`config.mk`:
```
export PLATFORM = sky130hd
export DESIGN_NAME = mbox_top
export DESIGN_NICKNAME = d
export VERILOG_FILES = /design/src/hw/mbox_pkg.sv /design/src/hw/mbox_regs.sv /design/src/hw/mbox_top.sv /design/src/hw/smart_fifo.sv
export SDC_FILE = /design/constraint.sdc
export NUM_CORES = 1
export LEC_CHECK = 0
export CORE_MARGIN = 4
export CORE_UTILIZATION = 45
export DETAILED_ROUTE_END_ITERATION = 7
export DONT_BUFFER_PORTS = 1
export SLEW_MARGIN = 15
export SYNTH_ARGS = -nofsm -noshare
export SYNTH_HDL_FRONTEND = slang
export SYNTH_HIERARCHICAL = 1
export SYNTH_SLANG_ARGS = --single-unit
```
`constraint.sdc`:
```
create_clock -name clk -period 5.7 [get_ports clk]
set_input_delay 0.57 -clock clk [delete_from_list [all_inputs] [get_ports clk]]
set_output_delay 0.57 -clock clk [all_outputs]
set_load 0.1 [all_outputs]
```
`src/hw/mbox_pkg.sv`:
```
package mbox_pkg;

    // Payload and tag widths
    localparam int DATA_W = 32;
    localparam int TAG_W  = 4;

    // FIFO geometry, both FIFOs share one depth
    localparam int FIFO_AW = 3;
    localparam int CNT_W   = FIFO_AW + 1;
    localparam logic [CNT_W-1:0] FIFO_DEPTH = CNT_W'(1 << FIFO_AW);

    // almost_full at depth minus AF_THRESH and above
    localparam int AF_THRESH = 2;
    // almost_empty at AE_THRESH and below, while not empty
    localparam int AE_THRESH = 2;

    // Error counter per FIFO
    localparam int ERR_W = 16;

    // AXI4-Lite
    localparam int AXI_AW = 8;
    localparam logic [1:0] RESP_OKAY = 2'b00;

    // Register map, byte offsets
    localparam logic [AXI_AW-1:0] REG_TX_DATA   = 8'h00;
    localparam logic [AXI_AW-1:0] REG_RX_DATA   = 8'h04;
    localparam logic [AXI_AW-1:0] REG_RX_TAG    = 8'h08;
    localparam logic [AXI_AW-1:0] REG_STATUS    = 8'h0C;
    localparam logic [AXI_AW-1:0] REG_ERR_COUNT = 8'h10;
    localparam logic [AXI_AW-1:0] REG_CTRL      = 8'h14;

    // CTRL bit that clears the sticky error flags
    localparam int CTRL_CLEAR_BIT = 0;

    // Receive FIFO entry, tag in the upper bits
    typedef struct packed {
        logic [TAG_W-1:0]  tag;
        logic [DATA_W-1:0] data;
    } rx_entry_t;

endpackage

```
`src/hw/mbox_regs.sv`:
```
`timescale 1ns/1ps

module mbox_regs
    import mbox_pkg::*;
(
    input  logic              clk,
    input  logic              rst_n,

    // AXI4-Lite write address and data
    input  logic [AXI_AW-1:0] awaddr,
    input  logic              awvalid,
    output logic              awready,
    input  logic [DATA_W-1:0] wdata,
    input  logic              wvalid,
    output logic              wready,

    // AXI4-Lite write response
    output logic [1:0]        bresp,
    output logic              bvalid,
    input  logic              bready,

    // AXI4-Lite read
    input  logic [AXI_AW-1:0] araddr,
    input  logic              arvalid,
    output logic              arready,
    output logic [DATA_W-1:0] rdata,
    output logic [1:0]        rresp,
    output logic              rvalid,
    input  logic              rready,

    // Transmit FIFO
    output logic              tx_push,
    output logic [DATA_W-1:0] tx_data,
    input  logic [CNT_W-1:0]  tx_count,
    input  logic              tx_full,
    input  logic              tx_almost_full,
    input  logic              tx_err,
    input  logic [ERR_W-1:0]  tx_err_count,

    // Receive FIFO
    output logic              rx_pop,
    input  rx_entry_t         rx_head,
    input  logic [CNT_W-1:0]  rx_count,
    input  logic              rx_empty,
    input  logic              rx_almost_empty,
    input  logic              rx_err,
    input  logic [ERR_W-1:0]  rx_err_count,

    output logic              clear_errors
);

    logic              wr_accept;
    logic              rd_accept;
    logic [DATA_W-1:0] status_word;
    logic [DATA_W-1:0] rd_mux;

    assign bresp = RESP_OKAY;
    assign rresp = RESP_OKAY;

    // Address and data taken in one beat, held off while a response is pending
    assign wr_accept = awvalid && wvalid && !bvalid;
    assign awready   = wr_accept;
    assign wready    = wr_accept;

    // Write side effects fire in the accept cycle
    assign tx_push      = wr_accept && (awaddr == REG_TX_DATA);
    assign tx_data      = wdata;
    assign clear_errors = wr_accept && (awaddr == REG_CTRL) && wdata[CTRL_CLEAR_BIT];

    always_ff @(posedge clk or negedge rst_n) begin
        if (!rst_n) begin
            bvalid <= 1'b0;
        end else if (wr_accept) begin
            bvalid <= 1'b1;
        end else if (bready) begin
            bvalid <= 1'b0;
        end
    end

    // One read in flight at a time
    assign rd_accept = arvalid && !rvalid;
    assign arready   = rd_accept;
    assign rx_pop    = rd_accept && (araddr == REG_RX_DATA);

    always_comb begin
        status_word        = '0;
        status_word[3:0]   = tx_count;
        status_word[4]     = tx_full;
        status_word[5]     = tx_almost_full;
        status_word[6]     = tx_err;
        status_word[11:8]  = rx_count;
        status_word[12]    = rx_empty;
        status_word[13]    = rx_almost_empty;
        status_word[14]    = rx_err;
    end

    always_comb begin
        case (araddr)
            REG_RX_DATA:   rd_mux = rx_head.data;
            REG_RX_TAG:    rd_mux = {{(DATA_W-TAG_W){1'b0}}, rx_head.tag};
            REG_STATUS:    rd_mux = status_word;
            REG_ERR_COUNT: rd_mux = {rx_err_count, tx_err_count};
            default:       rd_mux = '0;
        endcase
    end

    // Head is sampled before the pop lands
    always_ff @(posedge clk) begin
        if (rd_accept) begin
            rdata <= rd_mux;
        end
    end

    always_ff @(posedge clk or negedge rst_n) begin
        if (!rst_n) begin
            rvalid <= 1'b0;
        end else if (rd_accept) begin
            rvalid <= 1'b1;
        end else if (rready) begin
            rvalid <= 1'b0;
        end
    end

endmodule

```
`src/hw/mbox_top.sv`:
```
`timescale 1ns/1ps

module mbox_top
    import mbox_pkg::*;
(
    input  logic              clk,
    input  logic              rst_n,

    // AXI4-Lite slave
    input  logic [AXI_AW-1:0] awaddr,
    input  logic              awvalid,
    output logic              awready,
    input  logic [DATA_W-1:0] wdata,
    input  logic              wvalid,
    output logic              wready,
    output logic [1:0]        bresp,
    output logic              bvalid,
    input  logic              bready,
    input  logic [AXI_AW-1:0] araddr,
    input  logic              arvalid,
    output logic              arready,
    output logic [DATA_W-1:0] rdata,
    output logic [1:0]        rresp,
    output logic              rvalid,
    input  logic              rready,

    // Device drains tx
    input  logic              dev_tx_pop,
    output logic [DATA_W-1:0] dev_tx_data,
    output logic              dev_tx_valid,

    // Device fills rx
    input  logic              dev_rx_push,
    input  logic [DATA_W-1:0] dev_rx_data,
    input  logic [TAG_W-1:0]  dev_rx_tag,
    output logic              dev_rx_ready
);

    logic              tx_push;
    logic [DATA_W-1:0] tx_data;
    logic [CNT_W-1:0]  tx_count;
    logic              tx_full;
    logic              tx_almost_full;
    logic              tx_err;
    logic [ERR_W-1:0]  tx_err_count;

    logic              rx_pop;
    rx_entry_t         rx_head;
    rx_entry_t         rx_wr_entry;
    logic [CNT_W-1:0]  rx_count;
    logic              rx_empty;
    logic              rx_almost_empty;
    logic              rx_err;
    logic [ERR_W-1:0]  rx_err_count;

    logic              clear_errors;

    assign rx_wr_entry.tag  = dev_rx_tag;
    assign rx_wr_entry.data = dev_rx_data;

    mbox_regs u_regs (
        .clk             (clk),
        .rst_n           (rst_n),
        .awaddr          (awaddr),
        .awvalid         (awvalid),
        .awready         (awready),
        .wdata           (wdata),
        .wvalid          (wvalid),
        .wready          (wready),
        .bresp           (bresp),
        .bvalid          (bvalid),
        .bready          (bready),
        .araddr          (araddr),
        .arvalid         (arvalid),
        .arready         (arready),
        .rdata           (rdata),
        .rresp           (rresp),
        .rvalid          (rvalid),
        .rready          (rready),
        .tx_push         (tx_push),
        .tx_data         (tx_data),
        .tx_count        (tx_count),
        .tx_full         (tx_full),
        .tx_almost_full  (tx_almost_full),
        .tx_err          (tx_err),
        .tx_err_count    (tx_err_count),
        .rx_pop          (rx_pop),
        .rx_head         (rx_head),
        .rx_count        (rx_count),
        .rx_empty        (rx_empty),
        .rx_almost_empty (rx_almost_empty),
        .rx_err          (rx_err),
        .rx_err_count    (rx_err_count),
        .clear_errors    (clear_errors)
    );

    // Host writes, device reads
    smart_fifo #(
        .payload_t (logic [DATA_W-1:0])
    ) u_tx_fifo (
        .clk                (clk),
        .rst_n              (rst_n),
        .wr_en              (tx_push),
        .wr_data            (tx_data),
        .wr_ready           (),
        .overflow_detected  (),
        .rd_en              (dev_tx_pop),
        .rd_data            (dev_tx_data),
        .rd_valid           (dev_tx_valid),
        .underflow_detected (),
        .full               (tx_full),
        .almost_full        (tx_almost_full),
        .empty              (),
        .almost_empty       (),
        .data_count         (tx_count),
        .clear_errors       (clear_errors),
        .error_detected     (tx_err),
        .error_count        (tx_err_count)
    );

    // Device writes tagged words, host reads
    smart_fifo #(
        .payload_t (rx_entry_t)
    ) u_rx_fifo (
        .clk                (clk),
        .rst_n              (rst_n),
        .wr_en              (dev_rx_push),
        .wr_data            (rx_wr_entry),
        .wr_ready           (dev_rx_ready),
        .overflow_detected  (),
        .rd_en              (rx_pop),
        .rd_data            (rx_head),
        .rd_valid           (),
        .underflow_detected (),
        .full               (),
        .almost_full        (),
        .empty              (rx_empty),
        .almost_empty       (rx_almost_empty),
        .data_count         (rx_count),
        .clear_errors       (clear_errors),
        .error_detected     (rx_err),
        .error_count        (rx_err_count)
    );

endmodule

```
`src/hw/smart_fifo.sv`:
```
`timescale 1ns/1ps

module smart_fifo
    import mbox_pkg::*;
#(
    parameter type payload_t = logic [DATA_W-1:0]
) (
    input  logic             clk,
    input  logic             rst_n,

    // Write side
    input  logic             wr_en,
    input  payload_t         wr_data,
    output logic             wr_ready,
    output logic             overflow_detected,

    // Read side
    input  logic             rd_en,
    output payload_t         rd_data,
    output logic             rd_valid,
    output logic             underflow_detected,

    // Fill level
    output logic             full,
    output logic             almost_full,
    output logic             empty,
    output logic             almost_empty,
    output logic [CNT_W-1:0] data_count,

    // Error tracking
    input  logic             clear_errors,
    output logic             error_detected,
    output logic [ERR_W-1:0] error_count
);

    payload_t         mem [0:(1 << FIFO_AW)-1];
    logic [CNT_W-1:0] wr_ptr;
    logic [CNT_W-1:0] rd_ptr;
    logic [CNT_W-1:0] fifo_count;
    payload_t         last_popped;
    logic             do_write;
    logic             do_read;
    logic [1:0]       err_incr;

    // Extra pointer bit tells full from empty
    assign fifo_count = wr_ptr - rd_ptr;
    assign data_count = fifo_count;

    assign full         = (fifo_count == FIFO_DEPTH);
    assign empty        = (fifo_count == '0);
    assign almost_full  = (fifo_count >= FIFO_DEPTH - CNT_W'(AF_THRESH));
    assign almost_empty = (fifo_count <= CNT_W'(AE_THRESH)) && !empty;

    // Pushes into a full FIFO are dropped, so ready just mirrors full
    assign wr_ready          = !full;
    assign overflow_detected = wr_en && full;
    assign do_write          = wr_en && !full;

    assign rd_valid           = !empty;
    assign underflow_detected = rd_en && empty;
    assign do_read            = rd_en && !empty;

    // On empty, repeat whatever was popped last
    assign rd_data = empty ? last_popped : mem[rd_ptr[FIFO_AW-1:0]];

    // Both error sources can hit in the same cycle
    assign err_incr = {1'b0, overflow_detected} + {1'b0, underflow_detected};

    always_ff @(posedge clk) begin
        if (do_write) begin
            mem[wr_ptr[FIFO_AW-1:0]] <= wr_data;
        end
    end

    always_ff @(posedge clk or negedge rst_n) begin
        if (!rst_n) begin
            wr_ptr <= '0;
            rd_ptr <= '0;
        end else begin
            if (do_write) begin
                wr_ptr <= wr_ptr + 1'b1;
            end
            if (do_read) begin
                rd_ptr <= rd_ptr + 1'b1;
            end
        end
    end

    // Zero until the first real pop
    always_ff @(posedge clk or negedge rst_n) begin
        if (!rst_n) begin
            last_popped <= '0;
        end else if (do_read) begin
            last_popped <= mem[rd_ptr[FIFO_AW-1:0]];
        end
    end

    // Sticky flag, a new error wins over a clear in the same cycle
    always_ff @(posedge clk or negedge rst_n) begin
        if (!rst_n) begin
            error_detected <= 1'b0;
        end else if (overflow_detected || underflow_detected) begin
            error_detected <= 1'b1;
        end else if (clear_errors) begin
            error_detected <= 1'b0;
        end
    end

    // Counter survives clear_errors
    always_ff @(posedge clk or negedge rst_n) begin
        if (!rst_n) begin
            error_count <= '0;
        end else if (err_incr != 2'd0) begin
            error_count <= error_count + ERR_W'(err_incr);
        end
    end

endmodule

```
# ---- Word level (Yosys, flattened, before mapping)
# Memories as Yosys holds them, arrays and structs flattened.
# Index checks and enable logic that the tools add are counted.
dict set report word_totals {
  reg_bits 152
  mem_bits_rw 544
  inputBits 93
  output_inout_bits 75
  word_cells 82
  mem_count 2
}
# memory depth width read_ports rd_clocked_by_memory_dff wr line
set mem_list {}
lappend mem_list {u_rx_fifo.mem 8 36 1 0 1 smart_fifo.sv:36} ;# payload_t mem [0:(1 << FIFO_AW)-1];
lappend mem_list {u_tx_fifo.mem 8 32 1 0 1 smart_fifo.sv:36}
dict set report classes {
  n_addsub 10
  magnitude_cmp 2
  n_eq_ne 7
  n_mux 14
  n_reduce_logical 33
}
# operator count
set ops {}
lappend ops {{32-bit case mux with 4 select lines} 1}
lappend ops {{36-bit two-way mux} 1}
lappend ops {{16-bit by 2-bit adder with 16-bit output} 2}
lappend ops {{32-bit two-way mux} 1}
lappend ops {{4-bit by 1-bit adder with 4-bit output, second input constant} 4}
lappend ops {{8-bit by 4-bit == test with 1-bit output, second input constant} 2}
lappend ops {{8-bit by 5-bit == test with 1-bit output, second input constant} 2}
lappend ops {{1-bit logical AND} 16}
lappend ops {{2-bit nonzero test} 6}
lappend ops {{1-bit two-way mux} 11}
lappend ops {{4-bit == test, second input constant} 2}
lappend ops {{8-bit by 3-bit == test with 1-bit output, second input constant} 1}
lappend ops {{4-bit logical NOT} 2}
lappend ops {{8-bit logical NOT} 1}
lappend ops {{4-bit subtractor} 2}
lappend ops {{1-bit logical NOT} 6}
lappend ops {{1-bit by 1-bit adder with 2-bit output} 2}
lappend ops {{4-bit by 3-bit greater-or-equal comparator with 1-bit output, second input constant} 1}
lappend ops {{4-bit by 2-bit <= comparator with 1-bit output, second input constant} 1}
lappend ops {{1-bit logical OR} 2}

# ---- Logic depth before layout (Yosys ltp)
# Gate-level depths: netlist (run 1).
dict set report logic_depth {
  ltp_word 6
  depth_mapped 20
  depth_no_buf 18
}

# ---- Modules after synthesis
# The synthesis (run 1) kept the hierarchy.
# mod n_inst cells_each area_per_inst_um2 seq_area_each_um2
set by_module_without_submodules {}
lappend by_module_without_submodules {{smart_fifo at u_rx_fifo} 1 749 13838.3 10174.8}
lappend by_module_without_submodules {{smart_fifo at u_tx_fifo} 1 681 12405.6 9113.7}
lappend by_module_without_submodules {mbox_regs 1 166 1984.4 1011.0}

# ---- Worst setup path after synthesis (run 1)
# No wires, ideal clock.
dict set report synth_path {
  kind {register to register}
  from {register u_rx_fifo.rd_ptr[1]}
  to {memory u_rx_fifo/mem[0][0] (netlist bit), enable pin}
  setup_time_ps 519
  arrival_time_ps 5734
  required_ps 5181
  path_slack_ps -553
  path_stages_with_launch 10
  path_buffers 2
  period_less_slack_ps 6253
  cell_sequence {dfrtp_1 inv_2 buf_1 ha_1 and3b_1 o21ai_1 a21oi_4 nand2b_1 buf_4 nor4_1}
}
dict set report synth_via {
  elab_chain_len 6
}
# element line
set synth_rtl {}
lappend synth_rtl {{start, declared} smart_fifo.sv:38} ;# logic [CNT_W-1:0] rd_ptr;
lappend synth_rtl {{start signal, assigned} smart_fifo.sv:84} ;# rd_ptr <= rd_ptr + 1'b1;
lappend synth_rtl {{4-bit subtractor} smart_fifo.sv:46} ;# assign fifo_count = wr_ptr - rd_ptr;
lappend synth_rtl {{4-bit == test} smart_fifo.sv:49} ;# assign full = (fifo_count == FIFO_DEPTH);
lappend synth_rtl {{named net u_rx_fifo.full} smart_fifo.sv:24} ;# output logic full,
lappend synth_rtl {{1-bit logical NOT} smart_fifo.sv:57} ;# assign do_write = wr_en && !full;
lappend synth_rtl {{1-bit logical AND} smart_fifo.sv:57}
lappend synth_rtl {{1-bit two-way mux} smart_fifo.sv:70} ;# if (do_write) begin
lappend synth_rtl {{1-bit two-way mux (implied by the code)} smart_fifo.sv:71} ;# mem[wr_ptr[FIFO_AW-1:0]] <= wr_data;
lappend synth_rtl {{end, declared} smart_fifo.sv:36}
# The timed path passes the listed nets, and every way through them passes these cells.

# ---- Worst setup path in the final report (run 1)
dict set report layout_path {
  from {register u_tx_fifo.rd_ptr[0]}
  to {output port dev_tx_data[27]}
}
dict set report layout_via {
  elab_chain_len 3
  elab_cells_between_ends 4
  classes_between {add/sub: 1; mux: 1; reduce/logical: 1; memory: 1}
}
# element line
set layout_rtl {}
lappend layout_rtl {{start, declared} smart_fifo.sv:38}
lappend layout_rtl {{start signal, assigned} smart_fifo.sv:84}
lappend layout_rtl {{4-bit subtractor} smart_fifo.sv:46}
lappend layout_rtl {{named net tx_count[2]} mbox_top.sv:41} ;# logic [CNT_W-1:0] tx_count;
lappend layout_rtl {{4-bit logical NOT} smart_fifo.sv:50} ;# assign empty = (fifo_count == '0);
lappend layout_rtl {{32-bit two-way mux} smart_fifo.sv:64} ;# assign rd_data = empty ? last_popped : mem[rd_ptr[FIFO_AW-1:0]];
lappend layout_rtl {{end, declared} mbox_top.sv:29} ;# output logic [DATA_W-1:0] dev_tx_data,
# The timed path passes the listed nets, and every way through them passes these cells.

==> qor.csv, run 1 <==
metric,value,unit
Critical Path Source Type,flop,
CORE AREA,61830,µm²
crit-path max FO,44,
vias in the first global route,14510,
Die X,258.3,µm
Synth warnings,6,
outcome,completed,
Vias/cell,5.451,
leakage,11.17,nW
WL/cell,22.90,µm
min-delay worst type,primary input to flop,
initial core utilization,0.4561,
GRT overflow,0,
Root Buffer,clkbuf_16,
"Net count, final",1733,
CTS-repair resized insts,0,
post-route minimum period,4779,ps
first-pass GRT wire length,88110,µm
CTS tree,built,
final hold violations,0,
cell count after synthesis,1591,
RSZ-0062 raised after global routing,false,
clk slew on worst S/H paths,60,ps
GPL Wtd Cong,0.7541,
I/O pin cnt,168,
HPWL after DPL,33940,µm
IO buf count,0,
Slew HR,0.2817,
fmax,209.2,MHz
DR pass1 iterations,4,
DRT iter0 DRCs,895,
CTS sink count,696,
Slew @ Worst Pin,1080,ps
share of cells above drive strength 1,0.2327,
WL final,57550,µm
P&R area growth vs syn,12.29,%
largest net degree at the start of global routing,121,
crit path DAT,4210,ps
setup TNS,0,ps
post-detailed-route DRC marker count,0,
Crit Path Class,flop to output pin,
GRT Util Overall,0.1732,
power per cell area,491.7,nW/µm²
initial antenna violation count,0,
"Core Util, Final",0.5122,
count of pins over their slew limit,0,
Mapped Area,28200,µm²
Peak supply drop,0.2688,mV
FP Rows,91,
skew final,14.67,ps
clk buf depth,3,
Inserted Diodes,0,
fin crit share,0.8385,
die area,66730,µm²
Die Ht,258.3,µm
Skew-Pair Late Insertion Delay,600,ps
CP Capture Type,output pin,
postcts setup bufs,0,
Final ANT Viol Nets,0,
Setup Viol. Count Final,0,
syn avg cell area,17.72,µm²
Num CTS Buffers,74,
Critical Path RT,5130,ps
Via Count,13700,
Max Cap Viol,0,
htree depth,3,
layout make-up:
type | count | area, µm²
multi-input combinational | 743 | 7268
clock buffer | 105 | 2061
sequential | 696 | 20310
tap | 837 | 1047
fill | 4996 | 30160
clock inverter | 29 | 309.0
timing repair buffer | 66 | 530.5
inverter | 37 | 138.9
sequential cells by signal, indices dropped and copies added (netlist names):
name                      flops
u_rx_fifo/last_popped        36
u_tx_fifo/last_popped        32
u_tx_fifo/wr_ptr              4
u_rx_fifo/error_detected      1
u_rx_fifo/error_count        16
u_tx_fifo/rd_ptr              4
u_rx_fifo/mem               288
u_tx_fifo/mem               256
u_tx_fifo/error_count        16
u_regs/rdata                 32
u_rx_fifo/wr_ptr              4
u_rx_fifo/rd_ptr              4
u_regs/bvalid                 1
u_tx_fifo/error_detected      1
u_regs/rvalid                 1
power breakdown:
part           switching [mW]  total [mW]  internal [mW]  leakage, nW
Combinational            3.18        4.52           1.34         3.21
Sequential              0.356        6.38           6.02         6.79
Clock                    1.91        4.67           2.76         1.17
Total                    5.45        15.6           10.1         11.2
metrics by stage:
| step | setup WS, ps | hold WS (ps) | cell area [µm²] | power (mW) | cells |
|---|---|---|---|---|---|
| 3_5_place_dp | 1045 | 281.3 | 29260 | 11.05 | 2377 |
| 5_1_grt | 576.4 | 21.72 | 31660 | 16.24 | 2513 |
| 2_1_floorplan | 423.3 | 274.4 | 28230 | 10.04 | 1594 |
| 4_1_cts | 820.6 | 11.18 | 31660 | 15.77 | 2513 |
| 3_3_place_gp | 1113 | 283.5 | 29260 | 10.99 | 2377 |
| 6_report | 920.7 | 54.21 | 31660 | 15.57 | 2513 |
cell usage in the layout (no fill, tap or decap), drive strengths merged, types with 3 or more instances in the layout:
master / instances
buf: 65
clkbuf: 105
or3: 4
inv: 42
nand3b: 8
nor2: 89
nand4: 8
a22o: 18
mux2: 6
mux2i: 71
conb: 4
mux4: 136
nor4: 4
xnor2: 26
edfxtp: 576
bufinv: 5
nand2b: 5
a221o: 14
nand2: 88
a2111oi: 3
fa: 4
nand3: 18
a21oi: 75
xor2: 19
nor3: 28
clkinv: 19
a21o: 4
dfrtp: 120
ha: 18
and3b: 3
o21ai: 72
worst paths after layout:
check / from / end / slack, ps / cells after the start
min reg2reg: u_rx_fifo/last_popped[20]$_DFFE_PN0P_ / u_rx_fifo/last_popped[20]$_DFFE_PN0P_ / 470 / 2
min in group asynchronous: rst_n / u_tx_fifo/last_popped[29]$_DFFE_PN0P_ / 600 / 2
max in group asynchronous: rst_n / u_tx_fifo/rd_ptr[0]$_DFFE_PN0P_ / 4520 / 2
max: u_tx_fifo/rd_ptr[0]$_DFFE_PN0P_ / dev_tx_data[27] / 920 / 10
max reg2reg: u_tx_fifo/rd_ptr[0]$_DFFE_PN0P_ / u_tx_fifo/error_count[12]$_DFFE_PN0P_ / 1110 / 17
min: rready / u_regs/rvalid$_DFFE_PN0P_ / 50 / 1
worst max-delay path: stages, from the launching register on:
cell,delay (ps)
dfrtp_4,750
ha_1,260
inv_1,60
fa_1,370
xor2_1,210
nor3_1,410
nand3_4,430
buf_4,530
nor2_1,240
a21oi_2,60
buf_4,270
routing by layer:
layer	vias to the layer above	track usage	wire [µm]
met3	83	0.05062	3917
met5	-	0	0
met2	308	0.2965	29140
met4	0	0.04888	1289
met1	7089	0.2169	23200
li1	6219	-	-
timing repair:
action | CTS | global route
setup endpoints to repair | 0 | 0
endpoints found under the hold margin | 120 | 0
hold buffers | 2 | 0
Power figures use the tool's default switching activity.
==> inputs of run 2 (changes only) <==
Clock period 5.7 ns to 4.9 ns, I/O delays scaled along.
==> run 2 against run 1 <==
Net effect:
- die area unchanged
- final cell count up 3.1%
- clock skew up 8.5 ps
- critical path type unchanged
- largest cell class unchanged
- highest routed layer is now met5
==> qor.csv, run 2 (synthesis results as in run 1) <==
metric,value,unit
WP buf/inv,4,
"Net count, final",1806,
Setup WS pre-CTS,336.7,ps
R2R Setup Slk,370,ps
Skew-Pair Late Insertion Delay,620,ps
HPWL after DPL,34210,µm
fmax,219.6,MHz
max reg flops,288,
Int Power,11.88,mW
Crit Path Class,flop to output pin,
Root Buffer,clkbuf_16,
area post-placement,29320,µm²
Setup Viol. Count Final,0,
P&R area growth vs syn,15.17,%
post-route minimum period,4553,ps
Vias/cell,5.438,
skew final,23.19,ps
R2R depth,17,
CORE AREA,61830,µm²
Slew HR,0.2773,
fillers,4978,
initial antenna violation count,3,
Sw Share,0.3518,
"commonest non-fill, non-tap cell in the layout",edfxtp_1,
"CP delay by family, top",buffers and inverters,
post-detailed-route DRC marker count,0,
Worst Setup EP,dev_tx_data[25],
Reg power frac,0.402,
share of cells above drive strength 1,0.2249,
P_sw,6.446,mW
Comb power frac,0.297,
Max stage delay on crit path,540,ps
crit path DAT,4060,ps
CP Capture Type,output pin,
"Core Util, Final",0.5253,
Die Ht,258.3,µm
WL/cell,22.60,µm
Final ANT Viol Nets,0,
IO buf count,0,
power per cell area,564.2,nW/µm²
min-delay worst type,primary input to flop,
Num CTS Buffers,75,
Hold Crit Start,bready,
setup TNS,0,ps
Critical Path Source Type,flop,
largest net degree at the start of global routing,121,
vias in the first global route,14320,
"Slowest-stage cell, CP",dfrtp_1,
clk buf depth,3,
Max Cap Viol,0,
CTS tree,built,
clk slew on worst S/H paths,60,ps
fin crit share,0.9292,
Via Count,14090,
final hold violations,0,
Clock power frac,0.301,
RSZ-0062 raised after global routing,false,
outcome,completed,
Critical Path RT,4410,ps
worst r2r dst,u_tx_fifo/error_count[12]$_DFFE_PN0P_,
Stages on worst setup path,9,
Slew @ Worst Pin,1086,ps
die area,66730,µm²
GRT overflow,0,
FP Rows,91,
leakage,11.49,nW
first-pass GRT wire length,89400,µm
DR pass1 iterations,4,
WL final,58560,µm
Worst R2R Start,u_tx_fifo/wr_ptr[0]$_DFFE_PN0P_,
"Worst Setup Slack, final",346.7,ps
GRT Util Overall,0.1763,
crit path cell chain,inv_1 > ha_1 > inv_1 > fa_1 > nor3_1 > nand3_4 > buf_4 > a21oi_2 > buf_4,
Die X,258.3,µm
CTS-repair resized insts,0,
I/O pin cnt,168,
DRT iter0 DRCs,1149,
CP startpoint,u_tx_fifo/wr_ptr[0]$_DFFE_PN0P_,
CTS sink count,696,
htree depth,3,
most frequent cells in the layout,"edfxtp_1, mux4_2, dfrtp_1, nand2_1, nor2_1",
initial core utilization,0.4561,
Peak supply drop,0.3943,mV
count of pins over their slew limit,0,
crit-path max FO,42,
finished layout cell area,32480,µm²
GPL Wtd Cong,0.7697,
==> run 2: cell types whose count changed in the layout (fill, tap and decap cells not counted) <==
cell,change
buf_4,+3
clkbuf_1,-4
clkbuf_16,+1
clkbuf_8,+2
clkinv_1,+7
clkinv_2,-3
clkinv_4,-1
clkinvlp_4,+1
diode_2,+2
dlygate4sd3_1,+69
inv_6,+1
nor3_2,-6
nor3_4,+6
==> run 2: layer usage <==
layer,up-vias,track usage,share of wire
met1,7277,0.2463,0.44
met5,-,0,0.00022
met2,354,0.2859,0.49
li1,6381,-,-
met3,77,0.03850,0.058
met4,2,0.04528,0.018
==> run 2: worst min path at each step <==
stage | end | slack, ps | depth (start not counted)
final | u_regs/bvalid$_DFFE_PN0P_ | 60 | 2
after global routing | u_regs/bvalid$_DFFE_PN0P_ | 40 | 2
after floorplan | u_regs/bvalid$_DFFE_PN0P_ | 190 | 0
after detailed placement | u_rx_fifo/last_popped[28]$_DFFE_PN0P_ | 200 | 0
after CTS | u_regs/bvalid$_DFFE_PN0P_ | 10 | 2
after global placement | u_rx_fifo/last_popped[28]$_DFFE_PN0P_ | 200 | 0
==> run 2: power groups by stage <==
stage	Sequential, mW	Combinational [mW]	Clock, mW
final	7.36	5.44	5.52
after global routing	7.41	5.78	5.94
after CTS	7.36	5.51	5.66
after detailed placement	7.49	5.38	0
after global placement	7.45	5.34	0
after floorplan	7.41	4.27	0
==> run 2: metrics by stage <==
step / total power [mW] / cells / hold slack (ps)
floorplan: 11.68 / 1594 / 194.4
global placement: 12.80 / 2380 / 203.1
detailed placement: 12.86 / 2380 / 202.8
CTS: 18.54 / 2589 / 12.26
global route: 19.12 / 2591 / 43.04
finish: 18.32 / 2591 / 55.87
==> run 2: worst register-to-register path: cells and delay by family, from the launching register on <==
kind | cells | cell delay (ps)
xor gates and xnor gates | 1 | 130
adders and majority gates | 5 | 1510
and+or+nand+nor | 7 | 1940
buffers and inverters | 4 | 320
DFF | 1 | 540
==> run 2: timing repair <==
item                       in CTS  in global routing
buffers inserted                0                  0
setup endpoints to repair       0                  2
hold endpoints to repair      665                  0
hold buffers                   71                  0
==> run 2: final cells by class <==
class	count	area, µm²	share of cell area
Clock inverter	34	327.8	0.01009
Multi-Input combinational cell	743	7306	0.2250
Tap cell	837	1047	0.03225
Inverter	37	138.9	0.004276
Timing Repair Buffer	138	1244	0.03830
Sequential cell	696	20310	0.6254
Antenna cell	2	5.005	0.0001541
Clock buffer	104	2098	0.06461
==> inputs of run 3 (changes only) <==
Settings changed: SETUP_SLACK_MARGIN from default to 0.4.
==> run 3 against run 2 <==
Net effect:
- combinational power increased by 2%
- sequential power about the same
- critical path depth increased by 1
- largest cell class unchanged
- highest routed layer is now met4
- design area increased by 0.11%
- largest power group unchanged
==> qor.csv, run 3 (synthesis results as in run 1) <==
metric,value,unit
outcome,completed,
crit-path max FO,19,
"Worst Setup Slack, final",762.3,ps
CP Capture Type,output pin,
Critical Path Source Type,flop,
Die X,258.3,µm
initial core utilization,0.4561,
"commonest non-fill, non-tap cell in the layout",edfxtp_1,
IO buf count,0,
crit path DAT,3650,ps
Via Count,14070,
Worst R2R Start,u_tx_fifo/wr_ptr[0]$_DFFE_PN0P_,
post-detailed-route DRC marker count,0,
Root Buffer,clkbuf_16,
clk buf depth,3,
fin crit share,0.8444,
leakage,11.50,nW
worst r2r dst,u_tx_fifo/error_count[14]$_DFFE_PN0P_,
CTS sink count,696,
min-delay worst type,primary input to flop,
Setup Viol. Count Final,0,
GRT overflow,0,
Hold Crit Start,dev_tx_pop,
Critical Path RT,4410,ps
WL final,59150,µm
post-route minimum period,4138,ps
Worst Hold Endpoint,u_tx_fifo/rd_ptr[2]$_DFFE_PN0P_,
WL/cell,22.77,µm
R2R Setup Slk,790,ps
clk slew on worst S/H paths,60,ps
I/O pin cnt,168,
htree depth,3,
skew final,22.40,ps
R2R depth,16,
final hold violations,0,
Final ANT Viol Nets,0,
first-pass GRT wire length,90730,µm
CORE AREA,61830,µm²
Crit Path Class,flop to output pin,
die area,66730,µm²
most frequent cells in the layout,"edfxtp_1, mux4_2, dfrtp_1, nand2_1, nor2_1",
Peak supply drop,0.3467,mV
Vias/cell,5.414,
CTS tree,built,
Slew @ Worst Pin,1062,ps
GRT Util Overall,0.1777,
GPL Wtd Cong,0.7423,
P&R area growth vs syn,15.29,%
Die Ht,258.3,µm
initial antenna violation count,4,
Num CTS Buffers,74,
Hold Slack,51.96,ps
largest net degree at the start of global routing,121,
power per cell area,564.3,nW/µm²
count of pins over their slew limit,0,
Worst Hold Depth,2,
Setup WS pre-CTS,377.3,ps
Max Cap Viol,0,
max reg flops,288,
share of cells above drive strength 1,0.2292,
RSZ-0062 raised after global routing,false,
vias in the first global route,14560,
Slew HR,0.2933,
Skew-Pair Late Insertion Delay,610,ps
area post-placement,29330,µm²
FP Rows,91,
HPWL after DPL,34310,µm
DR pass1 iterations,5,
finished layout cell area,32510,µm²
DRT iter0 DRCs,1035,
"Net count, final",1812,
fmax,241.7,MHz
## run 3: changes by cell type in the layout (fill, tap and decap cells not counted), moves of 2 or more
cell        previous run  this run
clkinv_2               9        13
clkbuf_8               7         1
buf_4                 66        72
nor3_2                 4         6
clkinvlp_4             1         3
## run 3: worst max-delay path, cell delays in order (launching register included)
cell	delay, ps
dfrtp_1	490
inv_1	130
ha_1	170
inv_1	50
fa_1	370
xor2_1	370
nor3_4	110
nand3_4	120
buf_4	470
nor2_1	140
a21oi_4	580
## run 3: how the worst max path moves through the flow
| stage | startpoint | to | slack [ps] | cells past startpoint |
|---|---|---|---|---|
| floorplan | u_rx_fifo/rd_ptr[1]$_DFFE_PN0P_ | u_rx_fifo/mem[1][0]$_DFFE_PP_ | -380 | 9 |
| global placement | u_tx_fifo/wr_ptr[0]$_DFFE_PN0P_ | u_tx_fifo/error_count[14]$_DFFE_PN0P_ | 560 | 17 |
| detailed placement | u_tx_fifo/wr_ptr[0]$_DFFE_PN0P_ | u_tx_fifo/error_count[14]$_DFFE_PN0P_ | 380 | 17 |
| CTS | u_tx_fifo/wr_ptr[0]$_DFFE_PN0P_ | dev_tx_data[27] | 500 | 10 |
| global route | u_tx_fifo/wr_ptr[0]$_DFFE_PN0P_ | u_tx_fifo/error_count[14]$_DFFE_PN0P_ | 460 | 16 |
| finish | u_tx_fifo/wr_ptr[0]$_DFFE_PN0P_ | dev_tx_data[27] | 760 | 10 |
## run 3: final cells by class
cell class | count | area, µm²
Timing Repair Buffer | 144 | 1289
Antenna cell | 3 | 7.507
Clock buffer | 99 | 2041
Inverter | 37 | 138.9
Multi-Input combinational cell | 744 | 7326
Fill cell | 5005 | 29310
Clock inverter | 38 | 354.1
Sequential cell | 696 | 20310
Tap cell | 837 | 1047
## run 3: report_power, final
| part | total [mW] | internal, mW | switching [mW] |
|---|---|---|---|
| Combinational | 5.53 | 1.62 | 3.91 |
| Clock | 5.48 | 3.22 | 2.26 |
| Sequential | 7.34 | 7.00 | 0.338 |
## run 3: timing repair
item / 4_1_cts / 5_1_grt
buffers inserted: 0 / 4
pin swaps: 2 / 1
hold endpoints to repair: 665 / 0
hold buffers: 71 / 0
resized for setup: 1 / 2
endpoints found under the setup margin: 3 / 7
cloned: 0 / 1
## run 3: routing by layer
layer,up-vias,track usage,part of all wire
met4,0,0.04213,0.018
met3,81,0.04603,0.059
met2,286,0.2854,0.48
met5,-,0,0
met1,7310,0.2473,0.44
li1,6389,-,-
## run 3: metrics by stage
stage / total power [mW] / TNS [ps] / utilization / instances
3_3_place_gp: 12.83 / 0 / 0.4743 / 2382
2_1_floorplan: 11.72 / -72700 / - / 1594
3_5_place_dp: 12.90 / 0 / 0.4743 / 2382
6_report: 18.35 / 0 / 0.5259 / 2598
5_1_grt: 19.16 / 0 / 0.5258 / 2597
4_1_cts: 18.56 / 0 / 0.5249 / 2590
